<file path="config.mk">
export PLATFORM = sky130hd
export DESIGN_NAME = riscv_decoder_top
export DESIGN_NICKNAME = d
export VERILOG_FILES = /design/src/hw/dec_pkg.sv /design/src/hw/riscv_decoder_top.sv /design/src/hw/ctrl_gate.sv /design/src/hw/sys_decode.sv /design/src/hw/alu_lsu_decode.sv /design/src/hw/instr_stage.sv
export SDC_FILE = /design/constraint.sdc
export NUM_CORES = 1
export LEC_CHECK = 0
export ABC_AREA = 1
export CAP_MARGIN = 20
export CORE_MARGIN = 2
export CORE_UTILIZATION = 38
export DETAILED_ROUTE_END_ITERATION = 8
export DONT_BUFFER_PORTS = 1
export PLACE_DENSITY_LB_ADDON = 0.08
export SYNTH_ARGS = -nofsm -noshare
export SYNTH_HDL_FRONTEND = slang
export SYNTH_HIERARCHICAL = 1
export SYNTH_SLANG_ARGS = --single-unit
</file>
<file path="constraint.sdc">
create_clock -name clk_i -period 3.3 [get_ports clk_i]
set_input_delay 0.165 -clock clk_i [delete_from_list [all_inputs] [get_ports clk_i]]
set_output_delay 0.165 -clock clk_i [all_outputs]
set_load 0.005 [all_outputs]
</file>
<file path="src/hw/dec_pkg.sv">
package dec_pkg;

  ////////////////////
  // instruction word
  ////////////////////

  typedef struct packed {
    logic [6:0] funct7;
    logic [4:0] rs2;
    logic [4:0] rs1;
    logic [2:0] funct3;
    logic [4:0] rd;
    logic [6:0] opcode;
  } r_fmt_t;

  typedef struct packed {
    logic [11:0] imm12;
    logic [4:0]  rs1;
    logic [2:0]  funct3;
    logic [4:0]  rd;
    logic [6:0]  opcode;
  } i_fmt_t;

  typedef struct packed {
    logic [6:0] imm_hi;  // imm[11:5]
    logic [4:0] rs2;
    logic [4:0] rs1;
    logic [2:0] funct3;
    logic [4:0] imm_lo;  // imm[4:0]
    logic [6:0] opcode;
  } s_fmt_t;

  // one word, three format views
  typedef union packed {
    r_fmt_t r_fmt;
    i_fmt_t i_fmt;
    s_fmt_t s_fmt;
  } instr_t;

  ////////////////////
  // encodings
  ////////////////////

  typedef enum logic [6:0] {
    OPCODE_LUI    = 7'b0110111,
    OPCODE_AUIPC  = 7'b0010111,
    OPCODE_JAL    = 7'b1101111,
    OPCODE_JALR   = 7'b1100111,
    OPCODE_BRANCH = 7'b1100011,
    OPCODE_LOAD   = 7'b0000011,
    OPCODE_STORE  = 7'b0100011,
    OPCODE_OPIMM  = 7'b0010011,
    OPCODE_OP     = 7'b0110011,
    OPCODE_SYSTEM = 7'b1110011
  } opcode_e;

  typedef enum logic [4:0] {
    ALU_ADD  = 5'd0,
    ALU_SUB  = 5'd1,
    ALU_XOR  = 5'd2,
    ALU_OR   = 5'd3,
    ALU_AND  = 5'd4,
    ALU_SLL  = 5'd5,
    ALU_SRL  = 5'd6,
    ALU_SRA  = 5'd7,
    ALU_SLTS = 5'd8,
    ALU_SLTU = 5'd9,
    ALU_EQ   = 5'd10,  // branch compares from here on
    ALU_NE   = 5'd11,
    ALU_LTS  = 5'd12,
    ALU_GES  = 5'd13,
    ALU_LTU  = 5'd14,
    ALU_GEU  = 5'd15
  } alu_op_e;

  typedef enum logic [1:0] {
    OP_A_REGA   = 2'd0,
    OP_A_CURRPC = 2'd1,
    OP_A_IMM    = 2'd2
  } op_a_sel_e;

  typedef enum logic {
    OP_B_REGB = 1'b0,
    OP_B_IMM  = 1'b1
  } op_b_sel_e;

  typedef enum logic [2:0] {
    IMMB_I      = 3'd0,
    IMMB_S      = 3'd1,
    IMMB_U      = 3'd2,
    IMMB_PCINCR = 3'd3
  } imm_b_sel_e;

  typedef enum logic {
    IMMA_ZERO = 1'b0,
    IMMA_Z    = 1'b1  // rs1 field zero-extended
  } imm_a_sel_e;

  typedef enum logic [1:0] {
    BRANCH_NONE = 2'd0,
    BRANCH_JAL  = 2'd1,
    BRANCH_JALR = 2'd2,
    BRANCH_COND = 2'd3
  } branch_e;

  typedef enum logic [1:0] {
    CSR_OP_NONE  = 2'd0,
    CSR_OP_WRITE = 2'd1,
    CSR_OP_SET   = 2'd2,
    CSR_OP_CLEAR = 2'd3
  } csr_op_e;

  typedef enum logic [1:0] {
    DT_WORD = 2'b00,
    DT_HALF = 2'b01,
    DT_BYTE = 2'b10
  } data_type_e;

  ////////////////////
  // control words
  ////////////////////

  typedef struct packed {
    alu_op_e    alu_op;
    op_a_sel_e  op_a_sel;
    op_b_sel_e  op_b_sel;
    imm_a_sel_e imm_a_sel;
    imm_b_sel_e imm_b_sel;
    logic       rega_used;
    logic       regb_used;
    logic       regfile_alu_we;
    logic       regfile_mem_we;
    logic       data_req;
    logic       data_we;
    data_type_e data_type;
    logic       data_sign_ext;
    branch_e    jump;
    logic       csr_access;
    csr_op_e    csr_op;
  } dec_ctrl_t;  // 26 bits

  typedef struct packed {
    logic illegal;
    logic ecall;
    logic ebreak;
    logic eret;
    logic wfi;
  } dec_exc_t;

  typedef struct packed {
    instr_t instr;
    logic   illegal_c;  // compressed decode failed in fetch
  } in_item_t;

endpackage
</file>
<file path="src/hw/riscv_decoder_top.sv">
`timescale 1ns/1ps

module riscv_decoder_top (
  input  logic               clk_i,
  input  logic               rst_n_i,
  // instruction stream in
  input  logic               valid_i,
  input  dec_pkg::in_item_t  in_i,
  output logic               ready_o,
  // decoded stream out
  output logic               valid_o,
  output dec_pkg::dec_ctrl_t ctrl_o,
  output dec_pkg::dec_exc_t  exc_o,
  input  logic               ready_i
);

  dec_pkg::in_item_t  item;
  logic               item_valid;
  logic               stage_ready;
  dec_pkg::dec_ctrl_t main_ctrl;
  logic               main_illegal;
  dec_pkg::csr_op_e   csr_op;
  dec_pkg::dec_exc_t  sys_exc;

  instr_stage u_instr_stage (
    .clk_i         (clk_i),
    .rst_n_i       (rst_n_i),
    .valid_i       (valid_i),
    .in_i          (in_i),
    .ready_o       (ready_o),
    .item_o        (item),
    .item_valid_o  (item_valid),
    .stage_ready_i (stage_ready)
  );

  // both decoders look at the same held word
  alu_lsu_decode u_alu_lsu_decode (
    .instr_i   (item.instr),
    .ctrl_o    (main_ctrl),
    .illegal_o (main_illegal)
  );

  sys_decode u_sys_decode (
    .instr_i  (item.instr),
    .csr_op_o (csr_op),
    .exc_o    (sys_exc)
  );

  ctrl_gate u_ctrl_gate (
    .clk_i          (clk_i),
    .rst_n_i        (rst_n_i),
    .item_valid_i   (item_valid),
    .illegal_c_i    (item.illegal_c),
    .main_ctrl_i    (main_ctrl),
    .main_illegal_i (main_illegal),
    .csr_op_i       (csr_op),
    .sys_exc_i      (sys_exc),
    .stage_ready_o  (stage_ready),
    .valid_o        (valid_o),
    .ctrl_o         (ctrl_o),
    .exc_o          (exc_o),
    .ready_i        (ready_i)
  );

endmodule

</file>
<file path="src/hw/ctrl_gate.sv">
`timescale 1ns/1ps

module ctrl_gate (
  input  logic               clk_i,
  input  logic               rst_n_i,
  input  logic               item_valid_i,
  input  logic               illegal_c_i,
  input  dec_pkg::dec_ctrl_t main_ctrl_i,
  input  logic               main_illegal_i,
  input  dec_pkg::csr_op_e   csr_op_i,
  input  dec_pkg::dec_exc_t  sys_exc_i,
  output logic               stage_ready_o,
  // downstream stream
  output logic               valid_o,
  output dec_pkg::dec_ctrl_t ctrl_o,
  output dec_pkg::dec_exc_t  exc_o,
  input  logic               ready_i       // low = core stall
);

  dec_pkg::dec_ctrl_t ctrl_d, ctrl_q;
  dec_pkg::dec_exc_t  exc_d, exc_q;
  logic               valid_q;

  ////////////////////
  // merge and kill
  ////////////////////

  always_comb begin
    ctrl_d         = main_ctrl_i;
    ctrl_d.csr_op  = csr_op_i;
    exc_d          = sys_exc_i;
    exc_d.illegal  = main_illegal_i | sys_exc_i.illegal | illegal_c_i;

    // illegal instruction leaves no trace in the core
    if (exc_d.illegal) begin
      ctrl_d.regfile_alu_we = 1'b0;
      ctrl_d.regfile_mem_we = 1'b0;
      ctrl_d.data_req       = 1'b0;
      ctrl_d.data_we        = 1'b0;
      ctrl_d.jump           = dec_pkg::BRANCH_NONE;
      ctrl_d.csr_access     = 1'b0;
      ctrl_d.csr_op         = dec_pkg::CSR_OP_NONE;
      exc_d.ecall           = 1'b0;
      exc_d.ebreak          = 1'b0;
      exc_d.eret            = 1'b0;
      exc_d.wfi             = 1'b0;
    end
  end

  ////////////////////
  // output register
  ////////////////////

  assign stage_ready_o = ~valid_q | ready_i;

  always_ff @(posedge clk_i or negedge rst_n_i) begin
    if (!rst_n_i) begin
      valid_q <= 1'b0;
    end else if (stage_ready_o) begin
      valid_q <= item_valid_i;
    end
  end

  always_ff @(posedge clk_i) begin
    if (stage_ready_o && item_valid_i) begin
      ctrl_q <= ctrl_d;
      exc_q  <= exc_d;
    end
  end

  assign valid_o = valid_q;
  assign ctrl_o  = ctrl_q;
  assign exc_o   = exc_q;

  ////////////////////
  // checks
  ////////////////////

  a_stall_hold : assert property (@(posedge clk_i) disable iff (!rst_n_i)
    valid_o && !ready_i |=> valid_o && $stable(ctrl_o) && $stable(exc_o));

  // no write side effect leaves with an illegal flag
  a_no_we_on_illegal : assert property (@(posedge clk_i) disable iff (!rst_n_i)
    valid_o && exc_o.illegal |-> !(ctrl_o.regfile_alu_we || ctrl_o.regfile_mem_we ||
                                   ctrl_o.data_req || ctrl_o.data_we));

  a_one_sys_flag : assert property (@(posedge clk_i) disable iff (!rst_n_i)
    valid_o |-> $onehot0({exc_o.ecall, exc_o.ebreak, exc_o.eret, exc_o.wfi}));

endmodule

</file>
<file path="src/hw/sys_decode.sv">
`timescale 1ns/1ps

module sys_decode (
  input  dec_pkg::instr_t  instr_i,
  output dec_pkg::csr_op_e csr_op_o,
  output dec_pkg::dec_exc_t exc_o
);

  logic is_system;

  assign is_system = (instr_i.i_fmt.opcode == dec_pkg::OPCODE_SYSTEM);

  always_comb begin
    csr_op_o = dec_pkg::CSR_OP_NONE;
    exc_o    = '0;

    if (is_system) begin
      if (instr_i.i_fmt.funct3 == 3'b000) begin
        // privileged ops, full word match
        case (instr_i)
          32'h0000_0073: exc_o.ecall  = 1'b1;
          32'h0010_0073: exc_o.ebreak = 1'b1;  // debugger trap
          32'h1000_0073: exc_o.eret   = 1'b1;
          32'h1020_0073: exc_o.wfi    = 1'b1;  // pipe flush in core
          default:       exc_o.illegal = 1'b1;
        endcase
      end else begin
        // csr access, bit 14 only picks reg or uimm
        case (instr_i.i_fmt.funct3[1:0])
          2'b01:   csr_op_o      = dec_pkg::CSR_OP_WRITE;
          2'b10:   csr_op_o      = dec_pkg::CSR_OP_SET;
          2'b11:   csr_op_o      = dec_pkg::CSR_OP_CLEAR;
          default: exc_o.illegal = 1'b1;  // funct3 100
        endcase
      end
    end
  end

endmodule

</file>
<file path="src/hw/alu_lsu_decode.sv">
`timescale 1ns/1ps

module alu_lsu_decode (
  input  dec_pkg::instr_t    instr_i,
  output dec_pkg::dec_ctrl_t ctrl_o,
  output logic               illegal_o
);

  logic [2:0] funct3;
  logic [6:0] funct7;

  assign funct3 = instr_i.i_fmt.funct3;
  assign funct7 = instr_i.r_fmt.funct7;  // also shamt upper bits in OP-IMM

  always_comb begin
    // safe defaults, nothing written
    ctrl_o           = '0;
    ctrl_o.alu_op    = dec_pkg::ALU_SLTU;
    ctrl_o.op_a_sel  = dec_pkg::OP_A_REGA;
    ctrl_o.op_b_sel  = dec_pkg::OP_B_REGB;
    ctrl_o.imm_a_sel = dec_pkg::IMMA_ZERO;
    ctrl_o.imm_b_sel = dec_pkg::IMMB_I;
    ctrl_o.data_type = dec_pkg::DT_WORD;
    ctrl_o.jump      = dec_pkg::BRANCH_NONE;
    ctrl_o.csr_op    = dec_pkg::CSR_OP_NONE;  // filled in by sys_decode path
    illegal_o        = 1'b0;

    case (instr_i.r_fmt.opcode)

      ////////////////////
      // jumps
      ////////////////////

      dec_pkg::OPCODE_JAL: begin
        ctrl_o.jump           = dec_pkg::BRANCH_JAL;
        ctrl_o.op_a_sel       = dec_pkg::OP_A_CURRPC;  // rd = pc + 4
        ctrl_o.op_b_sel       = dec_pkg::OP_B_IMM;
        ctrl_o.imm_b_sel      = dec_pkg::IMMB_PCINCR;
        ctrl_o.alu_op         = dec_pkg::ALU_ADD;
        ctrl_o.regfile_alu_we = 1'b1;
      end

      dec_pkg::OPCODE_JALR: begin
        ctrl_o.jump           = dec_pkg::BRANCH_JALR;
        ctrl_o.op_a_sel       = dec_pkg::OP_A_CURRPC;
        ctrl_o.op_b_sel       = dec_pkg::OP_B_IMM;
        ctrl_o.imm_b_sel      = dec_pkg::IMMB_PCINCR;
        ctrl_o.alu_op         = dec_pkg::ALU_ADD;
        ctrl_o.regfile_alu_we = 1'b1;
        ctrl_o.rega_used      = 1'b1;  // target base
        if (funct3 != 3'b000) begin
          ctrl_o.jump           = dec_pkg::BRANCH_NONE;
          ctrl_o.regfile_alu_we = 1'b0;
          illegal_o             = 1'b1;
        end
      end

      dec_pkg::OPCODE_BRANCH: begin
        ctrl_o.jump      = dec_pkg::BRANCH_COND;
        ctrl_o.rega_used = 1'b1;
        ctrl_o.regb_used = 1'b1;
        case (funct3)
          3'b000:  ctrl_o.alu_op = dec_pkg::ALU_EQ;
          3'b001:  ctrl_o.alu_op = dec_pkg::ALU_NE;
          3'b100:  ctrl_o.alu_op = dec_pkg::ALU_LTS;
          3'b101:  ctrl_o.alu_op = dec_pkg::ALU_GES;
          3'b110:  ctrl_o.alu_op = dec_pkg::ALU_LTU;
          3'b111:  ctrl_o.alu_op = dec_pkg::ALU_GEU;
          default: illegal_o     = 1'b1;  // 010, 011 unused
        endcase
      end

      ////////////////////
      // load / store
      ////////////////////

      dec_pkg::OPCODE_STORE: begin
        ctrl_o.data_req  = 1'b1;
        ctrl_o.data_we   = 1'b1;
        ctrl_o.rega_used = 1'b1;
        ctrl_o.regb_used = 1'b1;  // store data
        ctrl_o.alu_op    = dec_pkg::ALU_ADD;
        ctrl_o.op_b_sel  = dec_pkg::OP_B_IMM;
        ctrl_o.imm_b_sel = dec_pkg::IMMB_S;
        case (instr_i.s_fmt.funct3[1:0])
          2'b00:   ctrl_o.data_type = dec_pkg::DT_BYTE;  // sb
          2'b01:   ctrl_o.data_type = dec_pkg::DT_HALF;  // sh
          2'b10:   ctrl_o.data_type = dec_pkg::DT_WORD;  // sw
          default: begin
            ctrl_o.data_req = 1'b0;
            ctrl_o.data_we  = 1'b0;
            illegal_o       = 1'b1;
          end
        endcase
      end

      dec_pkg::OPCODE_LOAD: begin
        ctrl_o.data_req       = 1'b1;
        ctrl_o.regfile_mem_we = 1'b1;
        ctrl_o.rega_used      = 1'b1;
        ctrl_o.alu_op         = dec_pkg::ALU_ADD;
        ctrl_o.op_b_sel       = dec_pkg::OP_B_IMM;
        ctrl_o.imm_b_sel      = dec_pkg::IMMB_I;
        ctrl_o.data_sign_ext  = ~funct3[2];  // lbu/lhu zero-extend
        case (funct3)
          3'b000, 3'b100: ctrl_o.data_type = dec_pkg::DT_BYTE;
          3'b001, 3'b101: ctrl_o.data_type = dec_pkg::DT_HALF;
          3'b010:         ctrl_o.data_type = dec_pkg::DT_WORD;
          default:        illegal_o        = 1'b1;  // ld and unused slots
        endcase
      end

      ////////////////////
      // alu
      ////////////////////

      dec_pkg::OPCODE_LUI: begin
        ctrl_o.op_a_sel       = dec_pkg::OP_A_IMM;  // zero + U imm
        ctrl_o.op_b_sel       = dec_pkg::OP_B_IMM;
        ctrl_o.imm_a_sel      = dec_pkg::IMMA_ZERO;
        ctrl_o.imm_b_sel      = dec_pkg::IMMB_U;
        ctrl_o.alu_op         = dec_pkg::ALU_ADD;
        ctrl_o.regfile_alu_we = 1'b1;
      end

      dec_pkg::OPCODE_AUIPC: begin
        ctrl_o.op_a_sel       = dec_pkg::OP_A_CURRPC;
        ctrl_o.op_b_sel       = dec_pkg::OP_B_IMM;
        ctrl_o.imm_b_sel      = dec_pkg::IMMB_U;
        ctrl_o.alu_op         = dec_pkg::ALU_ADD;
        ctrl_o.regfile_alu_we = 1'b1;
      end

      dec_pkg::OPCODE_OPIMM: begin
        ctrl_o.op_b_sel       = dec_pkg::OP_B_IMM;
        ctrl_o.imm_b_sel      = dec_pkg::IMMB_I;
        ctrl_o.regfile_alu_we = 1'b1;
        ctrl_o.rega_used      = 1'b1;
        case (funct3)
          3'b000: ctrl_o.alu_op = dec_pkg::ALU_ADD;
          3'b010: ctrl_o.alu_op = dec_pkg::ALU_SLTS;
          3'b011: ctrl_o.alu_op = dec_pkg::ALU_SLTU;
          3'b100: ctrl_o.alu_op = dec_pkg::ALU_XOR;
          3'b110: ctrl_o.alu_op = dec_pkg::ALU_OR;
          3'b111: ctrl_o.alu_op = dec_pkg::ALU_AND;
          3'b001: begin
            ctrl_o.alu_op = dec_pkg::ALU_SLL;
            illegal_o     = (funct7 != 7'b0000000);
          end
          default: begin  // 101, srli or srai
            if (funct7 == 7'b0000000) begin
              ctrl_o.alu_op = dec_pkg::ALU_SRL;
            end else if (funct7 == 7'b0100000) begin
              ctrl_o.alu_op = dec_pkg::ALU_SRA;
            end else begin
              illegal_o = 1'b1;
            end
          end
        endcase
      end

      dec_pkg::OPCODE_OP: begin
        ctrl_o.regfile_alu_we = 1'b1;
        ctrl_o.rega_used      = 1'b1;
        ctrl_o.regb_used      = 1'b1;
        case ({funct7, funct3})
          {7'b0000000, 3'b000}: ctrl_o.alu_op = dec_pkg::ALU_ADD;
          {7'b0100000, 3'b000}: ctrl_o.alu_op = dec_pkg::ALU_SUB;
          {7'b0000000, 3'b010}: ctrl_o.alu_op = dec_pkg::ALU_SLTS;
          {7'b0000000, 3'b011}: ctrl_o.alu_op = dec_pkg::ALU_SLTU;
          {7'b0000000, 3'b100}: ctrl_o.alu_op = dec_pkg::ALU_XOR;
          {7'b0000000, 3'b110}: ctrl_o.alu_op = dec_pkg::ALU_OR;
          {7'b0000000, 3'b111}: ctrl_o.alu_op = dec_pkg::ALU_AND;
          {7'b0000000, 3'b001}: ctrl_o.alu_op = dec_pkg::ALU_SLL;
          {7'b0000000, 3'b101}: ctrl_o.alu_op = dec_pkg::ALU_SRL;
          {7'b0100000, 3'b101}: ctrl_o.alu_op = dec_pkg::ALU_SRA;
          default:              illegal_o     = 1'b1;  // M ext etc. not supported
        endcase
      end

      ////////////////////
      // csr operands
      ////////////////////

      dec_pkg::OPCODE_SYSTEM: begin
        // funct3 zero is ecall/ebreak/eret/wfi, flags come from sys_decode
        if (funct3 != 3'b000) begin
          ctrl_o.csr_access     = 1'b1;
          ctrl_o.regfile_alu_we = 1'b1;  // old csr value to rd
          ctrl_o.op_b_sel       = dec_pkg::OP_B_IMM;
          ctrl_o.imm_a_sel      = dec_pkg::IMMA_Z;
          ctrl_o.imm_b_sel      = dec_pkg::IMMB_I;  // csr address
          if (funct3[2]) begin
            ctrl_o.op_a_sel = dec_pkg::OP_A_IMM;  // csrr*i, uimm in rs1 field
          end else begin
            ctrl_o.op_a_sel  = dec_pkg::OP_A_REGA;
            ctrl_o.rega_used = 1'b1;
          end
        end
      end

      default: illegal_o = 1'b1;  // unknown opcode
    endcase
  end

endmodule

</file>
<file path="src/hw/instr_stage.sv">
`timescale 1ns/1ps

module instr_stage (
  input  logic             clk_i,
  input  logic             rst_n_i,
  // upstream stream
  input  logic             valid_i,
  input  dec_pkg::in_item_t in_i,
  output logic             ready_o,
  // towards decoders and ctrl_gate
  output dec_pkg::in_item_t item_o,
  output logic             item_valid_o,
  input  logic             stage_ready_i
);

  logic              valid_q;
  dec_pkg::in_item_t item_q;

  // free slot, or the slot drains this cycle
  assign ready_o = ~valid_q | stage_ready_i;

  always_ff @(posedge clk_i or negedge rst_n_i) begin
    if (!rst_n_i) begin
      valid_q <= 1'b0;
    end else if (ready_o) begin
      valid_q <= valid_i;  // refill or go empty
    end
  end

  // payload only moves on a real transfer
  always_ff @(posedge clk_i) begin
    if (valid_i && ready_o) begin
      item_q <= in_i;
    end
  end

  assign item_o       = item_q;
  assign item_valid_o = valid_q;

  ////////////////////
  // checks
  ////////////////////

  // held item must not change until ctrl_gate takes it
  a_hold_item : assert property (@(posedge clk_i) disable iff (!rst_n_i)
    item_valid_o && !stage_ready_i |=> item_valid_o && $stable(item_o));

endmodule

</file>
==> summary.md, run 1 <==
| Metric | Value |
|---|---|
| Hold Path Depth | 3 |
| Bufs and invs on worst path | 1 |
| Dpl cell area | 3400 µm² |
| Final setup TNS | 0 ns |
| Number of cells on the critical path | 10 |
| Dpl cells | 452 |
| Proportion of layout cells with a drive suffix above 1 | 0.146 |
| Reg clk slew, reported paths | 0.08 ns |
| Post-route minimum period | 2.29 ns |
| Cell area after layout | just under 4000 µm² |
| Hold Slack | 0.0412 ns |
| Clock root cell | clkbuf_8 |
| Pleak | 1.60 nW |
| Max cap viols | 0 |
| CP max stage cell | edfxtp_1 |
| Via Count | 2,329 |
| Crit path max-delay family | simple AND/OR/NAND/NOR gates |
| Most common cell after layout, fill and taps aside | nor2_1 |
| # port buffers | 0 |
| Tcrit/Tclk final | 0.693 |
| CTS Sinks | 66 |
| GR Overflow Total | 0 |
| Pre-CTS worst setup slack | 0.973 ns |
| Global Route Usage Sum | 0.145 |
| Vias in the first global route | 2,247 |
| Final setup violation count | 0 |
| Critical Path Sink Type | register |
| GPL Wtd Cong | 0.952 |
| CTS tree | yes |
| Die Height | 97.0 µm |
| Starting Density | 0.396 |
| Initial antenna violation count | 0 |
| Fmax | 0.437 GHz |
| Max H-tree Level | 3 |
| Most frequent cells in the layout | nor2_1 (71), nand2_1 (70), edfxtp_1 (64) |
| Post-DRT Antenna Nets | 0 |
| Mapped Avg Cell Area | 9.39 µm² |
| Residual DRC | 0 |
| Wire length per cell | 12.8 µm |
| Power per cell area | 458 nW/µm² |
| Worst setup margin | 1.01 ns |
| Max incr delay on CP | 0.47 ns |
| Synth Instances | 350 |
| Critical Path RT | between 3 and 4 ns |
| CP Cell Sequence | inv_1 > nand2_1 > nor2_4 > nand4_1 > nand3_1 > nor2_1 > nor2_1 > nand2_1 > nor2_2 > nand2_2 |
| Layout Cells excl Fill | between 500 and 600 |
| Slew headroom | 0.331 |
| # diodes | 0 |
| Cts bufs inserted | 9 |
| DRT iter0 DRCs | ~180 |
| Layout Skew | 0.0101 ns |
| DIE AREA | approximately 9400 µm² |
| Clock latency on the worst-skew pair | 0.34 ns |
| Vias/cell | 4.63 |
| Routed WL | 6.44 mm |
| FF+latch area | 1970 µm² |
| Width of the die | 97.0 µm |
| First-pass GRT wire length | 10.8 mm |
| Worst vdd ir | between 0.0002 and 0.00025 V |
| IO Pins | 70 |
| Pin count of the biggest net entering global routing | 34 |
| HP Class | in2reg |
| Crit Path Class | reg2reg |
| Fin. Hold Viols | 0 |
| Area delta synth->final | 19.8% |
| Number of warnings issued by yosys | 6 |
| CP arrival | about 2.3 ns |
| Crit path launch type | register |
| Dpl hpwl | 4.66 mm |
| Worst-Margin Slew | about 1.0 ns |
| First-pass iteration count of the detailed router | 4 |
| Syn Std Cell Area | approximately 3300 µm² |
| Slew Viols, Final | 0 |
| R2R cell count | 10 |
| Multi-input logic area | roughly 1100 µm² |
| Filler cells | 771 |
| Status | completed |
| Clk buf depth | 2 |
| Cell row count | 33 |
| Net count reported at finish | between 400 and 500 |
| CP max FO | 14 |
| RSZ-0062 raised after global routing | false |
| Core area | 8300 µm² |
[repair_timing]
| action | in CTS | in global routing |
|---|---|---|
| hold buffers | 35 | 0 |
| resized for setup | 0 | 0 |
| buffers inserted | 0 | 0 |
| hold endpoints to repair | 36 | 0 |
[where the power goes]
| part | total (W) | switching (W) | internal [W] | leakage, nW |
|---|---|---|---|---|
| sequential | 0.00102 | 0.0000343 | 0.000981 | 0.644 |
| clock | 0.000653 | 0.000306 | 0.000347 | 0.0909 |
| combinational | 0.000136 | 0.0000852 | 0.0000506 | 0.865 |
[final timing paths]
check,start,to,slack (ns)
setup / recovery,u_instr_stage/item_o[3],u_ctrl_gate/exc_o[4],1.01
hold / removal,ready_i,u_ctrl_gate/valid_o,0.04
setup reg to reg,u_instr_stage/item_o[3],u_ctrl_gate/exc_o[4],1.01
hold reg to reg,u_instr_stage/item_valid_o,u_ctrl_gate/valid_o,0.61
max in group asynchronous,rst_n_i,u_ctrl_gate/valid_o,3.12
min in group asynchronous,rst_n_i,u_instr_stage/item_valid_o,0.06
[layout make-up]
type / instances / share of cell area
clock buffer: 11 / 0.0334
inverter: 60 / 0.0572
sequential: 66 / 0.501
timing repair buffer: 35 / 0.0890
tap: 105 / 0.0334
multi-input combinational: 221 / 0.272
clock inverter: 5 / 0.0140
[layer usage]
| metal | part of all wire | up-vias | global-route usage |
|---|---|---|---|
| met5 | 0 | - | 0 |
| met4 | 0.019 | 0 | 0.0683 |
| met3 | 0.052 | 10 | 0.0347 |
| met2 | 0.46 | 79 | 0.225 |
| met1 | 0.47 | 1046 | 0.193 |
| li1 | - | 1194 | - |
[worst reg2reg max path: stages (launching register included)]
cell	delay (ns)
edfxtp_1	0.47
inv_1	0.08
nand2_1	0.09
nor2_4	0.20
nand4_1	0.24
nand3_1	0.15
nor2_1	0.05
nor2_1	0.15
nand2_1	0.09
nor2_2	0.09
nand2_2	0.31
[registers in the layout, indices dropped and copies added, names as in the netlist]
name and flops:
u_ctrl_gate/exc_o 5, u_instr_stage/item_o 33, u_instr_stage/item_valid_o 1, u_ctrl_gate/ctrl_o 26, u_ctrl_gate/valid_o 1
[metrics by stage]
step	util	total power [W]
after detailed placement	0.410	0.00114
after floorplan	-	0.00111
after global routing	0.474	0.00189
after global placement	0.410	0.00114
final	0.474	0.00180
after CTS	0.474	0.00182
No activity file was read; power rests on OpenSTA's default activity.
==> run 2: changes to the inputs <==
Clock period 3.3 ns to 2 ns, I/O delays scaled along.
==> run 2 against run 1 <==
  * Clock skew decreased by 0.0035 ns
  * Clock power increased by 59%
  * Global-route usage increased by 0.35 points
  * Count of clock-buffer cells in the layout increased by 2
  * Sequential cell count unchanged
  * Total power increased by 66%
  * Register-to-register slack got worse by 0.98 ns
  * Worst hold slack improved by 0.35 ns
  * Via count increased by 4.1%
  * Die area unchanged
  * Largest power group unchanged
==> summary.md, run 2 (synthesized netlist as in run 1, its figures left out) <==
| Metric | Value |
|---|---|
| Layout Skew | 0.00665 ns (-0.00350 ns) |
| Max reg flops | 33 (unchanged) |
| Tcrit/Tclk final | 0.985 (+0.292) |
| First-pass iteration count of the detailed router | 4 (unchanged) |
| Power share of the clock group | 0.348 (-0.014) |
| Bufs and invs on worst path | 2 (+1) |
| Sequential group share of total power | 0.559 (-0.004) |
| Power per cell area | 704 nW/µm² (+54%) |
| CP max FO | 8 (-6) |
| Clock latency on the worst-skew pair | 0.33 ns (about the same) |
| Core area | 8300 µm² (unchanged) |
| Reg clk slew, reported paths | 0.07 ns (about the same) |
| Post-route minimum period | 1.97 ns (-0.318 ns) |
| IO Pins | 70 (unchanged) |
| Vias/cell | 4.56 (-1.6%) |
| Proportion of layout cells with a drive suffix above 1 | 0.225 (+0.0791) |
| # port buffers | 0 (unchanged) |
| Pleak | 1.77 nW (+11%) |
| Clk buf depth | 2 (unchanged) |
| Worst vdd ir | 0.000385 V (+58%) |
| Critical Path Sink Type | register |
| Critical Path RT | 2.20 ns (-1.07 ns) |
| # diodes | 0 (unchanged) |
| Crit path launch type | register |
| Switching share of power | 0.226 (-0.0102) |
| CP max stage cell | edfxtp_1 |
| CP arrival | 2.17 ns (-0.08 ns) |
| Fmax | 0.507 GHz (+16%) |
| Most frequent cells in the layout | nand2_1 (69), nor2_1 (64), edfxtp_1 (64) |
| First-pass GRT wire length | 11.2 mm (+3.5%) |
| Internal | 0.00231 W (+68%) |
| Clock root cell | clkbuf_8 |
| Cell row count | 33 (unchanged) |
| Dpl cells | 468 (+3.5%) |
| Max H-tree Level | 3 (unchanged) |
| Global Route Usage Sum | 0.149 (+0.00345) |
| Most common cell after layout, fill and taps aside | nand2_1 |
| Crit Path Class | reg2reg |
| Residual DRC | 0 (unchanged) |
| GR Overflow Total | 0 (unchanged) |
| Crit path max-delay family | simple AND/OR/NAND/NOR gates |
| Wire length per cell | 12.4 µm (-2.9%) |
| Fin. Hold Viols | 0 (unchanged) |
| Slew Viols, Final | 0 (unchanged) |
| Max cap viols | 0 (unchanged) |
| Final setup violation count | 0 (unchanged) |
| Die Height | 97.0 µm (unchanged) |
| GPL Wtd Cong | 0.880 (-7.5%) |
| Dpl cell area | 3550 µm² (+4.3%) |
| Max incr delay on CP | 0.52 ns (+0.05 ns) |
| Cell area after layout | 4250 µm² (+7.9%) |
| CP Cell Sequence | buf_4 > nor2_2 > nand2_1 > nor2_2 > nand2_2 > nor2_1 > nor2_1 > nand2_1 > nor2_1 > nor2_2 > nand2_4 > clkbuf_16 > nor2_4 |
| Layout Cells excl Fill | 532 (+5.8%) |
| Dpl hpwl | 4.70 mm (+1.0%) |
| Net count reported at finish | 459 (+6.7%) |
| Vias in the first global route | 2,418 (+7.6%) |
| Pin count of the biggest net entering global routing | 32 (-5.9%) |
| Routed WL | 6.61 mm (+2.7%) |
| CTS tree | yes |
| Cts bufs inserted | 9 (unchanged) |
| Width of the die | 97.0 µm (unchanged) |
| Post-DRT Antenna Nets | 0 (unchanged) |
| Gate power share | 0.094 (+0.019) |
| RSZ-0062 raised after global routing | true |
| CTS Sinks | 66 (unchanged) |
| Via Count | 2,424 (+4.1%) |
| Area delta synth->final | 29.3% |
| Pre-CTS worst setup slack | 0.0455 ns (-0.927 ns) |
| DIE AREA | 9410 µm² (unchanged) |
| Sw Pwr | 0.000675 W (+59%) |
| Initial antenna violation count | 0 (unchanged) |
| DRT iter0 DRCs | 111 (-38%) |
| Status | completed |
| Starting Density | 0.396 (unchanged) |
| Worst setup margin | 0.0295 ns (-0.982 ns) |
| Power Total | 0.00299 W (+66%) |
| HP Class | in2reg |
==> run 2: area by class of cell <==
cell class | count | area (µm²)
well taps | 105 | 131
clock buffers | 13 | 139
fillers | 754 | 4050
inverters | 60 | 225
repair buffers | 64 | 623
clock inverters | 3 | 40.0
multi-input cells | 221 | 1120
flip-flops and latches | 66 | 1970
==> run 2: worst paths after layout <==
kind	end	start	cells after the start	slack, ns
setup / recovery	u_ctrl_gate/ctrl_o[4]	u_instr_stage/item_o[14]	13	0.03
hold / removal	u_instr_stage/item_o[11]	in_i[11]	1	0.39
setup reg to reg	u_ctrl_gate/ctrl_o[4]	u_instr_stage/item_o[14]	13	0.03
hold reg to reg	u_ctrl_gate/valid_o	u_instr_stage/item_valid_o	2	0.61
max in group asynchronous	u_instr_stage/item_valid_o	rst_n_i	2	1.36
min in group asynchronous	u_ctrl_gate/valid_o	rst_n_i	2	0.52
==> run 2: power by group through the flow <==
stage,clock network (W),registers [W],logic (W)
4_1_cts,0.00109,0.00167,0.000256
6_report,0.00104,0.00167,0.000280
2_1_floorplan,0,0.00169,0.000139
5_1_grt,0.00116,0.00168,0.000312
3_3_place_gp,0,0.00170,0.000199
3_5_place_dp,0,0.00170,0.000199
==> run 2: layer usage <==
metal	vias to the layer above	share of wire	GRT usage
li1	1252	-	-
met1	1082	0.47	0.194
met2	77	0.46	0.231
met3	13	0.051	0.0506
met4	0	0.022	0.0553
met5	-	0	0
==> run 2: per-stage QoR <==
step	hold slack (ns)	setup TNS [ns]	utilization
3_3_place_gp	-0.196	0	0.427
6_report	0.389	0	0.512
2_1_floorplan	-0.196	0	-
5_1_grt	0.363	-1.56	0.512
4_1_cts	0.369	0	0.493
3_5_place_dp	-0.196	0	0.427
==> run 2: timing repair <==
item                                    in CTS  in global routing
hold buffers                                37                  0
setup buffers                                0                 10
resized for setup                            0                 18
endpoints found under the setup margin       0                 14
endpoints found under the hold margin       37                  0
==> run 3: changes to the inputs <==
Settings changed: ABC_AREA 1 to 0, CORE_UTILIZATION 38 to 57.
==> run 3 against run 2 <==
  * The run now ends with negative setup slack left
  * Highest routed layer unchanged
  * Worst setup slack got worse by 0.52 ns
  * Clock skew increased by 0.0027 ns
  * Critical path type unchanged
  * Largest cell class unchanged
  * Die area shrank 36%
  * Non-clock buffer count up 19
  * Worst hold slack got worse by 0.16 ns
==> summary.md, run 3 <==
| Metric | Value |
|---|---|
| Status | complete, but fails checks |
| Violated checks | negative setup slack |
| Reg-to-reg startpoint | u_instr_stage/item_o[29] |
| Tcrit/Tclk final | 1.24 (+0.258) |
| CP max FO | 14 (+6) |
| Number of warnings issued by yosys | 6 (unchanged) |
| Starting Density | 0.596 (+0.200) |
| Max reg flops | 33 (unchanged) |
| GPL Wtd Cong | 0.881 (about the same) |
| Power Total | 0.00321 W (+7.3%) |
| Routed WL | 7.90 mm (+20%) |
| Dpl cells | 336 (-28%) |
| First-pass GRT wire length | 12.3 mm (+11%) |
| Mapped Avg Cell Area | 12.8 µm² (+36%) |
| Fin. Hold Viols | 0 (unchanged) |
| Critical Path RT | 2.20 ns (about the same) |
| Most frequent cells in the layout | edfxtp_1 (64), buf_4 (43), dlygate4sd3_1 (37) |
| Max cap viols | 0 (unchanged) |
| Net count reported at finish | 357 (-22%) |
| Residual DRC | 0 (unchanged) |
| Via Count | 2,442 (+0.74%) |
| Syn Std Cell Area | 3080 µm² (-6.2%) |
| Hold Slack | 0.234 ns (-0.155 ns) |
| Final setup violation count | 18 (+18) |
| RSZ-0062 raised after global routing | true |
| DRT iter0 DRCs | 293 (+160%) |
| Width of the die | 77.5 µm (-20%) |
| Critical Path Sink Type | register |
| Power per cell area | 783 nW/µm² (+11%) |
| Clock latency on the worst-skew pair | 0.33 ns (about the same) |
| Worst setup margin | -0.487 ns (-0.516 ns) |
| GR Overflow Total | 0 (unchanged) |
| Crit Path Class | reg2reg |
| Global Route Usage Sum | 0.274 (+0.125) |
| CTS Sinks | 66 (unchanged) |
| Core area | 5170 µm² (-38%) |
| Layout Cells excl Fill | 394 (-26%) |
| Max H-tree Level | 3 (unchanged) |
| Reg clk slew, reported paths | 0.07 ns (about the same) |
| Cts bufs inserted | 9 (unchanged) |
| Layout Skew | 0.00937 ns (+0.00272 ns) |
| CTS tree | yes |
| Post-DRT Antenna Nets | 0 (unchanged) |
| HP Start | valid_i |
| IO Pins | 70 (unchanged) |
| Crit path launch type | register |
| Area delta synth->final | 32.9% |
| Util after Layout | 0.792 (+0.280) |
| Wire length per cell | 20.1 µm (+61%) |
| Pleak | 1.48 nW (-16%) |
| HP Class | in2reg |
| Setup slack, reg-to-reg | -0.49 ns (-0.52 ns) |
| CP startpoint | u_instr_stage/item_o[29] |
| First-pass iteration count of the detailed router | 5 (+1) |
| Synth Instances | 241 (-31%) |
| DIE AREA | 6010 µm² (-36%) |
| Worst vdd ir | 0.000665 V (+73%) |
| Clk buf depth | 2 (unchanged) |
| Pin count of the biggest net entering global routing | 34 (+6.3%) |
| Vias in the first global route | 2,402 (-0.66%) |
| Slew Viols, Final | 0 (unchanged) |
| Vias/cell | 6.20 (+36%) |
| CP arrival | 2.69 ns (+0.52 ns) |
| Die Height | 77.5 µm (-20%) |
| Clock root cell | clkbuf_8 |
| Most common cell after layout, fill and taps aside | edfxtp_1 |
| Pre-CTS worst setup slack | -0.387 ns (-0.433 ns) |
| Fmax | 0.402 GHz (-21%) |
| Initial antenna violation count | 0 (unchanged) |
| Proportion of layout cells with a drive suffix above 1 | 0.275 (+0.0499) |
| Cell row count | 26 (-21%) |
| # diodes | 0 (unchanged) |
| Dpl hpwl | 4.62 mm (-1.7%) |
| Post-route minimum period | 2.49 ns (+0.516 ns) |
| # port buffers | 0 (unchanged) |
-- run 3: worst max-delay path: stages, from the launching register on --
cell and delay (ns):
edfxtp_1 0.43, or4_4 0.60, nor3_4 0.22, a21oi_1 0.09, or4_4 0.56, nor3_4 0.16
buf_12 0.15, and2_2 0.14
-- run 3: worst paths after layout --
kind	endpoint	cells after the start
min in group asynchronous	u_instr_stage/item_valid_o	2
setup reg to reg	u_ctrl_gate/exc_o[1]	7
hold / removal	u_instr_stage/item_o[24]	1
max in group asynchronous	u_ctrl_gate/valid_o	2
hold reg to reg	u_ctrl_gate/valid_o	1
setup / recovery	u_ctrl_gate/exc_o[1]	7
-- run 3: timing repair --
action / 4_1_cts / 5_1_grt
pin swaps: 1 / 5
endpoints found under the setup margin: 17 / 18
hold endpoints to repair: 37 / 0
hold buffers: 37 / 0
setup buffers: 3 / 3
resized for setup: 6 / 3
-- run 3: cell type report --
cell class / instances / area, µm²
sequential: 66 / 1970
fill: 271 / 1080
multi-input combinational: 154 / 1070
timing repair buffer: 83 / 736
clock buffer: 9 / 124
tap: 70 / 87.6
clock inverter: 6 / 82.6
inverter: 6 / 22.5
-- run 3: where the power goes --
group | internal, W | switching (W)
registers | 0.00162 | 0.0000603
logic | 0.000155 | 0.000180
clock network | 0.000689 | 0.000507
total | 0.00246 | 0.000747
-- run 3: routing by layer --
| layer | global-route usage | wire length, µm |
|---|---|---|
| met2 | 0.437 | 3910 |
| met5 | 0 | 0 |
| met4 | 0.148 | 265 |
| met1 | 0.350 | 3050 |
| met3 | 0.0651 | 680 |
-- run 3: through the flow --
step | setup TNS (ns) | area (µm²)
4_1_cts | -5.66 | 4060
6_report | -7.34 | 4100
2_1_floorplan | -3.50 | 3100
3_3_place_gp | -4.49 | 3420
5_1_grt | -8.24 | 4100
3_5_place_dp | -5.53 | 3420
